$ cat config.mk
export PLATFORM = sky130hd
export DESIGN_NAME = adapt_sequencer
export DESIGN_NICKNAME = d
export VERILOG_FILES = /design/src/source/lms_fmt_pkg.sv /design/src/source/lms_ctrl_pkg.sv /design/src/source/adapt_sequencer.sv
export SDC_FILE = /design/constraint.sdc
export NUM_CORES = 1
export LEC_CHECK = 0
export ABC_AREA = 1
export CAP_MARGIN = 10
export CORE_AREA = 4 4 41 43
export CTS_CLUSTER_DIAMETER = 30
export DETAILED_ROUTE_END_ITERATION = 7
export DIE_AREA = 0 0 45 47
export DONT_BUFFER_PORTS = 1
export GPL_ROUTABILITY_DRIVEN = 1
export PLACE_DENSITY = 0.33
export RECOVER_POWER = 100
export SLEW_MARGIN = 20
export SYNTH_ARGS = -nofsm -noshare
export SYNTH_HDL_FRONTEND = slang
export SYNTH_SLANG_ARGS = --single-unit
export TNS_END_PERCENT = 30
$ cat constraint.sdc
create_clock -name clk_operation -period 0.9 [get_ports clk_operation]
set_clock_uncertainty 0.2 [all_clocks]
set_input_delay 0.09 -clock clk_operation [delete_from_list [all_inputs] [get_ports clk_operation]]
set_output_delay 0.09 -clock clk_operation [all_outputs]
set_load 0.1 [all_outputs]
$ cat src/source/lms_fmt_pkg.sv
// fixed-point number format for the LMS predictor
// sample, accumulator and window types plus the saturating narrowing helper

package lms_fmt_pkg;

	localparam int PKG_DATA_W = 16;
	localparam int PKG_TAPS = 16;
	localparam int PKG_ACC_W = 2 * PKG_DATA_W + $clog2(PKG_TAPS);

	typedef logic signed [PKG_DATA_W-1:0] sample_t; // sample, coef, error, mu
	typedef logic signed [PKG_ACC_W-1:0] acc_t;
	typedef sample_t [PKG_TAPS-1:0] tap_vec_t; // element 0 is the newest tap

	localparam acc_t SAT_MAX = acc_t'(2 ** (PKG_DATA_W - 1) - 1);
	localparam acc_t SAT_MIN = acc_t'(-(2 ** (PKG_DATA_W - 1)));

	// clamp a wide value into the sample range
	function automatic sample_t sat_data(input acc_t v);
		sample_t r;
		if (v > SAT_MAX) begin
			r = sample_t'(SAT_MAX);
		end else if (v < SAT_MIN) begin
			r = sample_t'(SAT_MIN);
		end else begin
			r = sample_t'(v); // in range, drop the sign copies
		end
		return r;
	endfunction

endpackage

$ cat src/source/lms_ctrl_pkg.sv
// control definitions for one adaptation round
// phase encoding shared by the sequencer and the datapath, and the round result

package lms_ctrl_pkg;

	typedef enum logic [2:0] {
		IDLE,
		PRED0, // first lane slice of the dot product
		PRED1, // second lane slice
		ERR, // prediction, error and step registered
		UPD0,
		UPD1,
		DONE // ready
	} phase_t;

	typedef struct packed {
		lms_fmt_pkg::sample_t prediction;
		lms_fmt_pkg::sample_t error;
	} round_result_t;

endpackage

$ cat src/source/adapt_sequencer.sv
// round FSM of the predictor
// walks predict, error and update phases, one per clock, after an accepted start

`timescale 1ns/1ps

module adapt_sequencer import lms_ctrl_pkg::*; (
	input logic clk_operation,
	input logic rst,
	input logic start,
	input logic window_full,
	output phase_t phase,
	output logic busy,
	output logic ready
);

	phase_t phase_next;

	always_comb begin
		phase_next = phase;
		case (phase)
			IDLE: begin
				if (start && window_full) begin // only place a start is taken
					phase_next = PRED0;
				end
			end
			PRED0: phase_next = PRED1;
			PRED1: phase_next = ERR;
			ERR: phase_next = UPD0;
			UPD0: phase_next = UPD1;
			UPD1: phase_next = DONE;
			DONE: phase_next = IDLE;
			default: phase_next = IDLE;
		endcase
	end

	always_ff @(posedge clk_operation) begin
		if (!rst) begin
			phase <= IDLE;
		end else begin
			phase <= phase_next;
		end
	end

	assign busy = (phase != IDLE);
	assign ready = (phase == DONE); // one cycle per round

endmodule

# Word level (Yosys, flattened, before mapping)
# Cells that the tools add are included.
totals:
  reg_bits: 3
  inputBits: 4
  output_inout_bits: 5
  wordCells: 13
op_classes:
  n_eq_ne: 7
  mux: 2
  n_reduce_logical: 3
op_table:
  columns: ["operator", "count"]
  rows:
  - ["$pmux W3 S6", 1]
  - ["$eq A3 B3 Y1 const B", 3]
  - ["$eq A3 B2 Y1 const B", 2]
  - ["$eq A3 B1 Y1 const B", 1]
  - ["$logic_not A3 Y1", 1]
  - ["$mux W3", 1]
  - ["$reduce_bool A3 Y1", 1]
  - ["$ne A2 B2 Y1 const B", 1]
  - ["$logic_and A1 B1 Y1", 1]

# Logic depth before layout (Yosys ltp)
logic_depth:
  ltp_word: 3
  ltp_mapped: 5
  mapped_depth_nobuf: 5

# Least setup slack after synthesis
# No wires, ideal clock.
synth_path:
  path_kind: "reg2out"
  from: "register phase[1]"
  to: "output port ready"
  t_arrival_ns: 2.416
  required_time_ns: 0.610
  slack_ns: -1.806
  path_stages_with_launch: 3
  n_path_buf: 0
  cell_sequence: "dfxtp_1 > nand2_1 > nor2_1"
synth_between:
  elab_chain_cells: 1
synth_lines:
  columns: ["element", "line", "source"]
  rows:
  - ["start: declaration", "adapt_sequencer.sv:11", "output phase_t phase,"]
  - ["start signal: assignment", "adapt_sequencer.sv:40", "phase <= phase_next;"]
  - ["$eq A3 B3 Y1", "adapt_sequencer.sv:45", "assign ready = (phase == DONE);"]
  - ["end: declaration", "adapt_sequencer.sv:13", "output logic ready"]
# Every way passes these cells.

# Final worst setup path
# Same ends and word-level chain as after synthesis.

==> metrics.yaml <==
cts_root_buf: "sky130_fd_sc_hd__clkbuf_4"
tritoncts_num_sinks: 3
synth_nets: 22
maximum_buffer_depth_of_the_clock_tree: 2
critical_path_arrival_ns: 1.00
number_of_nets_with_antenna_violations_after_detailed_routing: 0
drt-pass1-iter-count: 4
pin_count_of_the_biggest_net_entering_global_routing: 5
main_combinational_cell_family_by_area_after_synthesis: "simple AND/OR/NAND/NOR gates"
power_frac_clock_pct: 30.2
sequential_area_share_after_synthesis_pct: 50.0
fin_nets: 33
timing_hold_violations_final: 3
route.detailed.vias_per_inst: 3.35
cap_violations: 0
first_global_vias: 157
status: "complete, but fails checks"
num_vias: 144
p_seq_share_pct: 22.8
post_synth_instance_area_um2: 120
grt_setup_unrepaired: "yes"
finalMaxSlewViolations: 0
hp-class: "in2reg"
cts.clk_slew.worst_paths_ns: 0.04
synth_seq_cells: 3
ir_drop_uv: 703
coreArea_um2: 1300
crit_fanout: 3
chipHeight_um: 47
hp-start: "rst"
cts_htree_levels: 1
p_comb_share_pct: 47.0
postCtsSetupRepairBufs: 0
timing.rr.start: "phase[1]"
drive_gt1_share_pct: 57.1
setup.worst_path.start: "phase[1]"
worst_skew_pair_latency_ns: 0.23
placement.io_buffers: 0
netSwitchingPower_uw: 356
tightest_slew_ns: 0.296
site_rows: 13
xor_and_xnor_fraction_of_the_mapped_netlist_area_pct: 0
number_of_flip_flops_in_the_largest_register: 3
regMostFlops: "phase"
layout.core_utilization_pct: 21.2
postLayoutCellArea_um2: 275
critPathCaptureType: "output port"
min_period_ns: 1.29
cts_tree: "yes"
violations: "hold timing, setup timing"
biggestRegsByFlops: "phase x3"
detailed_place.area_um2: 243
setup.worst_path.class: "reg2out"
syn_avg_cell_area_um2: 6.67
layout_worst_path_cycle_share_pct: 144
global_route.overflow_total: 0
p_leak_nw: 0.142
initial_utilization_pct: 9.23
drt_wl_total_um: 313
insertedDiodeCount: 0
nFillCells: 150
global_placement_routability_congestion: 0.699
syn-instance-count: 18
ys.warnings.count: 0
grt.total_usage_pct: 4.18
whs_ns: -0.158
setup.worst_path.start_class: "flip-flop"
cp.required_ns: 0.61
die_area_um2: 2120
timing.final.setup_violations: 8
boundaryPins: 9
first_pass_grt_wire_length_um: 558
maxClockFrequency_ghz: 0.773
synth_area_in_compound_gates_pct: 4.17
power_density_nw_per_um2: 2760
slew_headroom_pct: 80.2
synth_simple_gate_area_share_pct: 36.5
drt-initial-drc-count: 3
multiInputGateArea_um2: 73.8
worst_setup_slack_post_dpl_ns: -0.211
total_power_uw: 760
internal_power_uw: 404
synth.area.mux_share_pct: 0
seqCellArea_um2: 71.3
cts-buffers-inserted: 3
routed_wire_length_per_instance_um: 7.28
die_w_um: 45
synth.lib_cells_used.distinct: 7
worst_slack_ns: -0.393
synth_fa_ha_area_share_pct: 0
drcViolationCount: 0
switching_power_share_of_the_total_pct: 46.8
area.growth.synth_to_final_pct: 129
initial_antenna_violation_count: 0
## Yosys cell counts (all sizes together)
cell type  n  area (µm²)
nor3       1        5.00
a21oi      1        5.00
nor2       3        11.3
nand3      1        5.00
dfxtp      3        60.1
nand2      6        22.5
inv        3        11.3
## path summary, 6_finish.rpt
kind	cells after the start	slack, ns	to
worst min-delay path	2	-0.16	phase[1]
worst max-delay path	4	-0.39	ready
worst min register to register	2	0.34	phase[2]
worst max register to register	6	-0.16	phase[0]
## through the flow
step / setup TNS [ns] / instances
3_5_place_dp: -1.04 / 39
6_report: -2.09 / 43
3_3_place_gp: -1.06 / 39
4_1_cts: -2.18 / 43
2_1_floorplan: -1.61 / 18
5_1_grt: -2.42 / 43
## timing repair
action / in CTS / in global routing
pin swaps: 2 / 1
resized for setup: 2 / 0
endpoints found under the setup margin: 8 / 8
hold endpoints to repair: 3 / 3
## layer usage
layer | global-route usage (%) | share of wire, %
met5 | 0 | 0
met4 | 5.26 | 0
met3 | 3.83 | 15
met2 | 5.65 | 42
met1 | 3.17 | 42
## worst max-delay path: stages (launching register included)
cell and delay, ns:
sky130_fd_sc_hd__dfxtp_4 0.36, sky130_fd_sc_hd__buf_12 0.10, sky130_fd_sc_hd__nand2_4 0.04, sky130_fd_sc_hd__nor2_4 0.09, sky130_fd_sc_hd__buf_12 0.18
## placed cells by master, fill, tap and decap left out, types with 2 or more instances in the layout
cell                       count
sky130_fd_sc_hd__buf_12        2
sky130_fd_sc_hd__buf_4         3
sky130_fd_sc_hd__clkbuf_4      3
sky130_fd_sc_hd__inv_1         3
sky130_fd_sc_hd__dfxtp_4       3
sky130_fd_sc_hd__nand2_4       2
sky130_fd_sc_hd__nand2_1       4
## cell families (layout without fill, tap and decap cells)
| group | after synthesis | in the layout |
|---|---|---|
| AND/OR/NAND/NOR | 11 | 11 |
| flip-flops | 3 | 3 |
| buffers and inverters | 3 | 13 |
| AO/OA/AOI/OAI | 1 | 1 |
## power by group through the flow
| stage | clock network, mW | registers [mW] | logic [mW] |
|---|---|---|---|
| global placement | 0 | 0.171 | 0.354 |
| floorplan | 0 | 0.299 | 0.148 |
| finish | 0.230 | 0.173 | 0.357 |
| CTS | 0.244 | 0.173 | 0.363 |
| detailed placement | 0 | 0.171 | 0.353 |
| global route | 0.257 | 0.176 | 0.370 |
## area by class of cell
type                       count  area share, %
sequential                     3           25.9
multi-input combinational     12           26.8
inverter                       3           4.09
clock buffer                   4           9.55
timing repair buffer           6           26.8
tap                           15           6.82
Power figures use the tool's default switching activity.
