<file path="src/source/lms_fmt_pkg.sv">
// fixed-point number format for the LMS predictor
// sample, accumulator and window types plus the saturating narrowing helper

package lms_fmt_pkg;

	localparam int PKG_DATA_W = 16;
	localparam int PKG_TAPS = 16;
	localparam int PKG_ACC_W = 2 * PKG_DATA_W + $clog2(PKG_TAPS);

	typedef logic signed [PKG_DATA_W-1:0] sample_t; // sample, coef, error, mu
	typedef logic signed [PKG_ACC_W-1:0] acc_t;
	typedef sample_t [PKG_TAPS-1:0] tap_vec_t; // element 0 is the newest tap

	localparam acc_t SAT_MAX = acc_t'(2 ** (PKG_DATA_W - 1) - 1);
	localparam acc_t SAT_MIN = acc_t'(-(2 ** (PKG_DATA_W - 1)));

	// clamp a wide value into the sample range
	function automatic sample_t sat_data(input acc_t v);
		sample_t r;
		if (v > SAT_MAX) begin
			r = sample_t'(SAT_MAX);
		end else if (v < SAT_MIN) begin
			r = sample_t'(SAT_MIN);
		end else begin
			r = sample_t'(v); // in range, drop the sign copies
		end
		return r;
	endfunction

endpackage

</file>
<file path="src/source/tap_window.sv">
// sample delay line for the predictor
// shifts new samples into tap 0 and keeps the desired value aligned with them

`timescale 1ns/1ps

module tap_window import lms_fmt_pkg::*; #(
	parameter int TAPS = 16
) (
	input logic clk_operation,
	input logic rst,
	input logic sample_strobe,
	input sample_t sample,
	input sample_t desired,
	input logic busy,
	output tap_vec_t window,
	output sample_t desired_held,
	output logic window_full
);

	logic [$clog2(TAPS+1)-1:0] fill_cnt; // samples seen, stops at TAPS
	logic take;

	assign take = sample_strobe && !busy; // strobes during a round are dropped
	assign window_full = (fill_cnt == TAPS);

	always_ff @(posedge clk_operation) begin
		if (take) begin
			window <= {window[TAPS-2:0], sample}; // oldest tap falls off
			desired_held <= desired;
		end
	end

	always_ff @(posedge clk_operation) begin
		if (!rst) begin
			fill_cnt <= '0;
		end else if (take && !window_full) begin
			fill_cnt <= fill_cnt + 1'b1;
		end
	end

endmodule

</file>
<file path="config.mk">
export PLATFORM = sky130hd
export DESIGN_NAME = tap_window
export DESIGN_NICKNAME = d
export VERILOG_FILES = /design/src/source/lms_fmt_pkg.sv /design/src/source/tap_window.sv
export SDC_FILE = /design/constraint.sdc
export NUM_CORES = 1
export LEC_CHECK = 0
export BUFFER_PORTS_ARGS = -buffer_cell sky130_fd_sc_hd__buf_2
export CORE_ASPECT_RATIO = 1.75
export CORE_MARGIN = 2
export CORE_UTILIZATION = 35
export CTS_CLUSTER_DIAMETER = 120
export CTS_CLUSTER_SIZE = 8
export DETAILED_ROUTE_END_ITERATION = 6
export HOLD_SLACK_MARGIN = 0.06
export PLACE_DENSITY_LB_ADDON = 0.2
export SYNTH_ARGS = -nofsm -noshare
export SYNTH_HDL_FRONTEND = slang
export SYNTH_SLANG_ARGS = --single-unit
</file>
<file path="constraint.sdc">
create_clock -name clk_operation -period 18.13 [get_ports clk_operation]
set_clock_uncertainty 0.1 [all_clocks]
set_input_delay 1.813 -clock clk_operation [delete_from_list [all_inputs] [get_ports clk_operation]]
set_output_delay 1.813 -clock clk_operation [all_outputs]
set_load 0.03 [all_outputs]
</file>
==> Word level (Yosys, flattened, before mapping) <==
Cells that the tools add are included.
{ "word_totals": {"reg_bits": 277, "inputBits": 36, "elab_cells": 24} }
{ "classes": {"n_addsub": 1, "eq_ne": 1, "reduce_logical": 4} }
{ "op_table": {"columns": ["operator", "count"], "rows": [
  ["5-bit by 1-bit adder with 5-bit output, second input constant", 1],
  ["5-bit equality test, second input constant", 1],
  ["1-bit logical AND", 2],
  ["1-bit logical NOT", 2]
]} }

==> Longest topological paths before layout <==
{ "logic_depth": {"depth_word": 3, "depth_mapped": 5, "depth_no_buf": 5} }

==> Least setup slack after synthesis <==
No wires, ideal clock.
{ "synth_timing": {"path_type": "input port to flip-flop", "start": "input busy", "end": "register desired_held[0], enable pin", "setup_ps": 624, "arrival_time_ps": 7234, "required_time_ps": 17406, "slack_ps": 10172, "stages": 2, "path_buffers": 0, "path_cell_list": "nand2b_4 -> inv_1"} }
{ "synth_between": {"elab_chain_cells": 2} }
{ "synth_rtl": {"columns": ["element", "line_no", "rtl"], "rows": [
  ["start: declaration", "tap_window.sv:14", "input logic busy,"],
  ["1-bit logical NOT", "tap_window.sv:23", "assign take = sample_strobe && !busy;"],
  ["1-bit logical AND", "tap_window.sv:23", null],
  ["named net take", "tap_window.sv:21", "logic take;"],
  ["end signal: assignment", "tap_window.sv:29", "desired_held <= desired;"],
  ["end: declaration", "tap_window.sv:16", "output sample_t desired_held,"]
]} }
The timed path passes the listed nets, and every way through them passes these cells.
A chain may end at the register's enable or synchronous reset.

==> Worst setup path in the final report <==
{ "layout_timing": {"start": "input busy", "end": "register window[221] in the netlist's numbering, enable pin"} }
{ "layout_between": {"elab_chain_cells": 2} }
{ "layout_rtl": {"columns": ["element", "line_no", "rtl"], "rows": [
  ["1-bit logical NOT", "tap_window.sv:23", null],
  ["1-bit logical AND", "tap_window.sv:23", null],
  ["named net take", "tap_window.sv:21", null],
  ["end signal: assignment", "tap_window.sv:28", "window <= {window[TAPS-2:0], sample};"],
  ["end: declaration", "tap_window.sv:15", "output tap_vec_t window,"]
]} }
The timed path passes the listed nets, and every way through them passes these cells.

==> run_results.csv <==
group,metric,value,unit
placement,io_buffer_count,308,
power,p_int,1.160,mW
yosys,ys_ff_latch,277,
critical_path,worstPathRequired,18140,ps
cts,cts_tree,"yes",
cells_and_area,fin_area,0.01151,mm²
critical_path,critPathKind,"input port to flop",
global_route,grt_pass1_vias,4495,
timing,drv_slew,0,
placement,gp_congestion,0.6836,
yosys,synthAdderAreaFrac,0.2958,%
power,finalPower,1.482,mW
routing,drtIter0Drc,290,
yosys,ys_seq_area_share,97.74,%
die,coreArea,0.02384,mm²
worst_hold_path,whs_path_depth,0,
critical_path,path_max_fanout,109,
routing,dr_total_vias,4293,
die,die_h,209.7,µm
cts,clk_pin_slew,50,ps
routing,drt_wl_total,16.53,mm
routing,wl_per_cell,16.83,µm
power,powerDensity,128.7,mW/mm²
routing,first_pass_iters,4,
timing,layout_setup_ws,14520,ps
timing,worstMarginPinSlew,1034,ps
worst_hold_path,min_path_type,"flop to flop",
timing,rsz0062_at_grt,"no",
yosys,yosys-mux-area-fraction,0.3550,%
yosys,synth_xor_area_share,0,%
yosys,synth_cells,304,
cells_and_area,finalNonFillerCells,982,
cts,cts_max_level,2,
cells_and_area,multi_input_area,176.4,µm²
cells_and_area,area_growth,36.12,%
yosys,syn-cell-area,0.008459,mm²
placement,dp.cells,921,
worst_hold_path,worstHoldStart,"window[112]$_DFFE_PP_",
global_route,gr-total-overflow,0,
cts,clk-insertion-delay-late,510,ps
timing,max_freq,276.8,MHz
cts,post_cts_buffers,0,
die,rows,75,
cts,cts.sinks,277,
cells_and_area,drive_above_1_share,53.42,%
critical_path,critPathSlowestCell,"buf_4",
critical_path,slowest_delay,920,ps
cells_and_area,ff_latch_area,0.008268,mm²
yosys,synth_top_family_by_area,"simple AND/OR/NAND/NOR gates",
yosys,synth-compound-area-share,0.2071,%
yosys,yosys.area_share.simple,1.228,%
die,die-area,0.02548,mm²
die,io_pins,309,
timing,hold_viol_final,0,
power,total_leakage_power,4.437,nW
timing,post-route-period-util,19.93,%
critical_path,worstPathCellList,"buf_2, nand2b_4, inv_8, buf_4",
yosys,synth.distinct_cells,17,
global_route,grt_antenna_before_repair,3,
cells_and_area,fin_nets,693,
critical_path,r2r-end,"fill_cnt[1]$_SDFFE_PN0P_",
run_status,status,"finished, final reports clean",
yosys,avgSynthCellArea,27.83,µm²
yosys,ys.warnings.count,0,
power,max-vdd-ir-drop,0.08780,mV
cts,numCtsBuffers,40,
power,p_sw_share,21.72,%
flow_run,maxCapViolCount,0,
timing,setup_total_negative_slack,0,ps
routing,drc_errors,0,
placement,preCtsSetupSlack,13990,ps
critical_path,rr_startpoint,"fill_cnt[0]$_SDFFE_PN0P_",
critical_path,cp.arrival,3630,ps
critical_path,rr_worst_depth,5,
power,power_frac_seq,50.2,%
timing,finalSetupViolations,0,
cts,clock_path_buffers,3,
cells_and_area,fillers,2050,
timing,maxSlewHeadroom,31.08,%
critical_path,cp-start-kind,"input port",
die,initial_core_util,35.49,%
power,p_clk_share,43.9,%
die,die_x,121.5,µm
global_route,grt_first_pass_wirelength,24.27,mm
critical_path,end_kind,"flop",
global_route,grt_max_degree,110,
cts,ctsResizeCount,0,
power,p_sw,321.9,µW
critical_path,rrSetupSlack,16740,ps
yosys,synthesis.nets,342,
placement,dpl.hpwl,11.04,mm
worst_hold_path,holdPathEnd,"window[128]$_DFFE_PP_",
timing,min_period,3613,ps
cts,postCtsHoldBufs,0,
routing,antenna_left,0,
power,combinationalPowerShare,5.9,%
routing,via_per_inst,4.372,
cts,cts_root_buffer,"clkbuf_16",
placement,placedInstanceArea,0.01041,mm²
global_route,grt_use_total,12.42,%
## through the flow
stage,utilization (%),hold WS [ps]
detailed placement,43.65,327.9
global route,48.29,342.5
finish,48.31,336.1
global placement,43.65,326.1
CTS,48.29,334.8
floorplan,-,341.6
## Yosys cell counts (all sizes together)
cell / n / area, µm²
edfxtp: 272 / 8168
nand2: 6 / 22.52
dfxtp: 5 / 100.1
inv: 3 / 11.26
mux2i: 3 / 30.03
ha: 2 / 25.02
nand2b: 2 / 20.02
nand3: 2 / 10.01
o21ai: 2 / 10.01
a21boi: 1 / 7.510
and3b: 1 / 10.01
and4bb: 1 / 12.51
clkbuf: 1 / 3.750
nand4bb: 1 / 11.26
nor2: 1 / 11.26
or3: 1 / 6.260
## power by group through the flow
stage               sequential [mW]  clock [mW]  combinational (mW)
detailed placement            0.756           0              0.0888
global route                  0.746       0.701              0.0915
finish                        0.744       0.651              0.0874
CTS                           0.744       0.674              0.0889
global placement              0.754           0              0.0878
floorplan                     0.808           0             0.00984
## metal layers
metal	part of all wire (%)	track usage, %
met5	0.067	0
met4	3.6	6.183
met3	9.6	5.190
met2	53	21.83
met1	34	12.39
## registers in the layout, summed over array words and instances, names as in the netlist
name and count:
window 256, desired_held 16, fill_cnt 5
## logic make-up after synthesis
| logic type | Yosys count |
|---|---|
| AOI/OAI and AO/OA | 3 |
| adders and majority gates | 2 |
| buffers and inverters | 4 |
| DFF | 277 |
| muxes | 3 |
| and+or+nand+nor | 15 |
## layout by cell type, fill, tap and decap left out
cell type / synthesis / final
clkbuf_1: 1 / 15
mux2i_1: 3 / 3
ha_1: 2 / 2
nand2_1: 6 / 6
diode_2: 0 / 2
clkinv_2: 0 / 1
inv_8: 0 / 1
nor2_4: 1 / 1
clkbuf_16: 0 / 41
dfxtp_1: 5 / 5
nand2b_1: 1 / 1
nand3_1: 2 / 2
nand4bb_1: 1 / 1
buf_2: 0 / 308
inv_6: 0 / 2
o21ai_0: 2 / 2
inv_1: 3 / 2
or3_1: 1 / 1
buf_4: 0 / 2
edfxtp_1: 272 / 272
and3b_2: 1 / 1
nand2b_4: 1 / 1
and4bb_2: 1 / 1
a21boi_1: 1 / 1
## critical path: cells and delay by family
family	cells	cell delay, ps
buf+inv	3	1500
simple gates	1	170
## worst max-delay path by stage
stage,from,end,slack [ps],depth (start not counted)
2_1_floorplan,busy,desired_held[0]$_DFFE_PP_,10170,2
3_3_place_gp,busy,window[176]$_DFFE_PP_,14100,4
3_5_place_dp,busy,window[218]$_DFFE_PP_,13990,4
4_1_cts,busy,window[250]$_DFFE_PP_,14540,4
5_1_grt,busy,window[213]$_DFFE_PP_,14380,4
6_report,busy,window[221]$_DFFE_PP_,14520,4
## cell type report
type	instances	share of cell area, %
clock buffer	56	9.399
timing repair buffer	310	13.52
sequential	277	71.80
inverter	3	0.1630
antenna	2	0.04346
multi-input combinational	23	1.532
tap	308	3.347
clock inverter	3	0.1956
(Power assumes the default switching activity.)
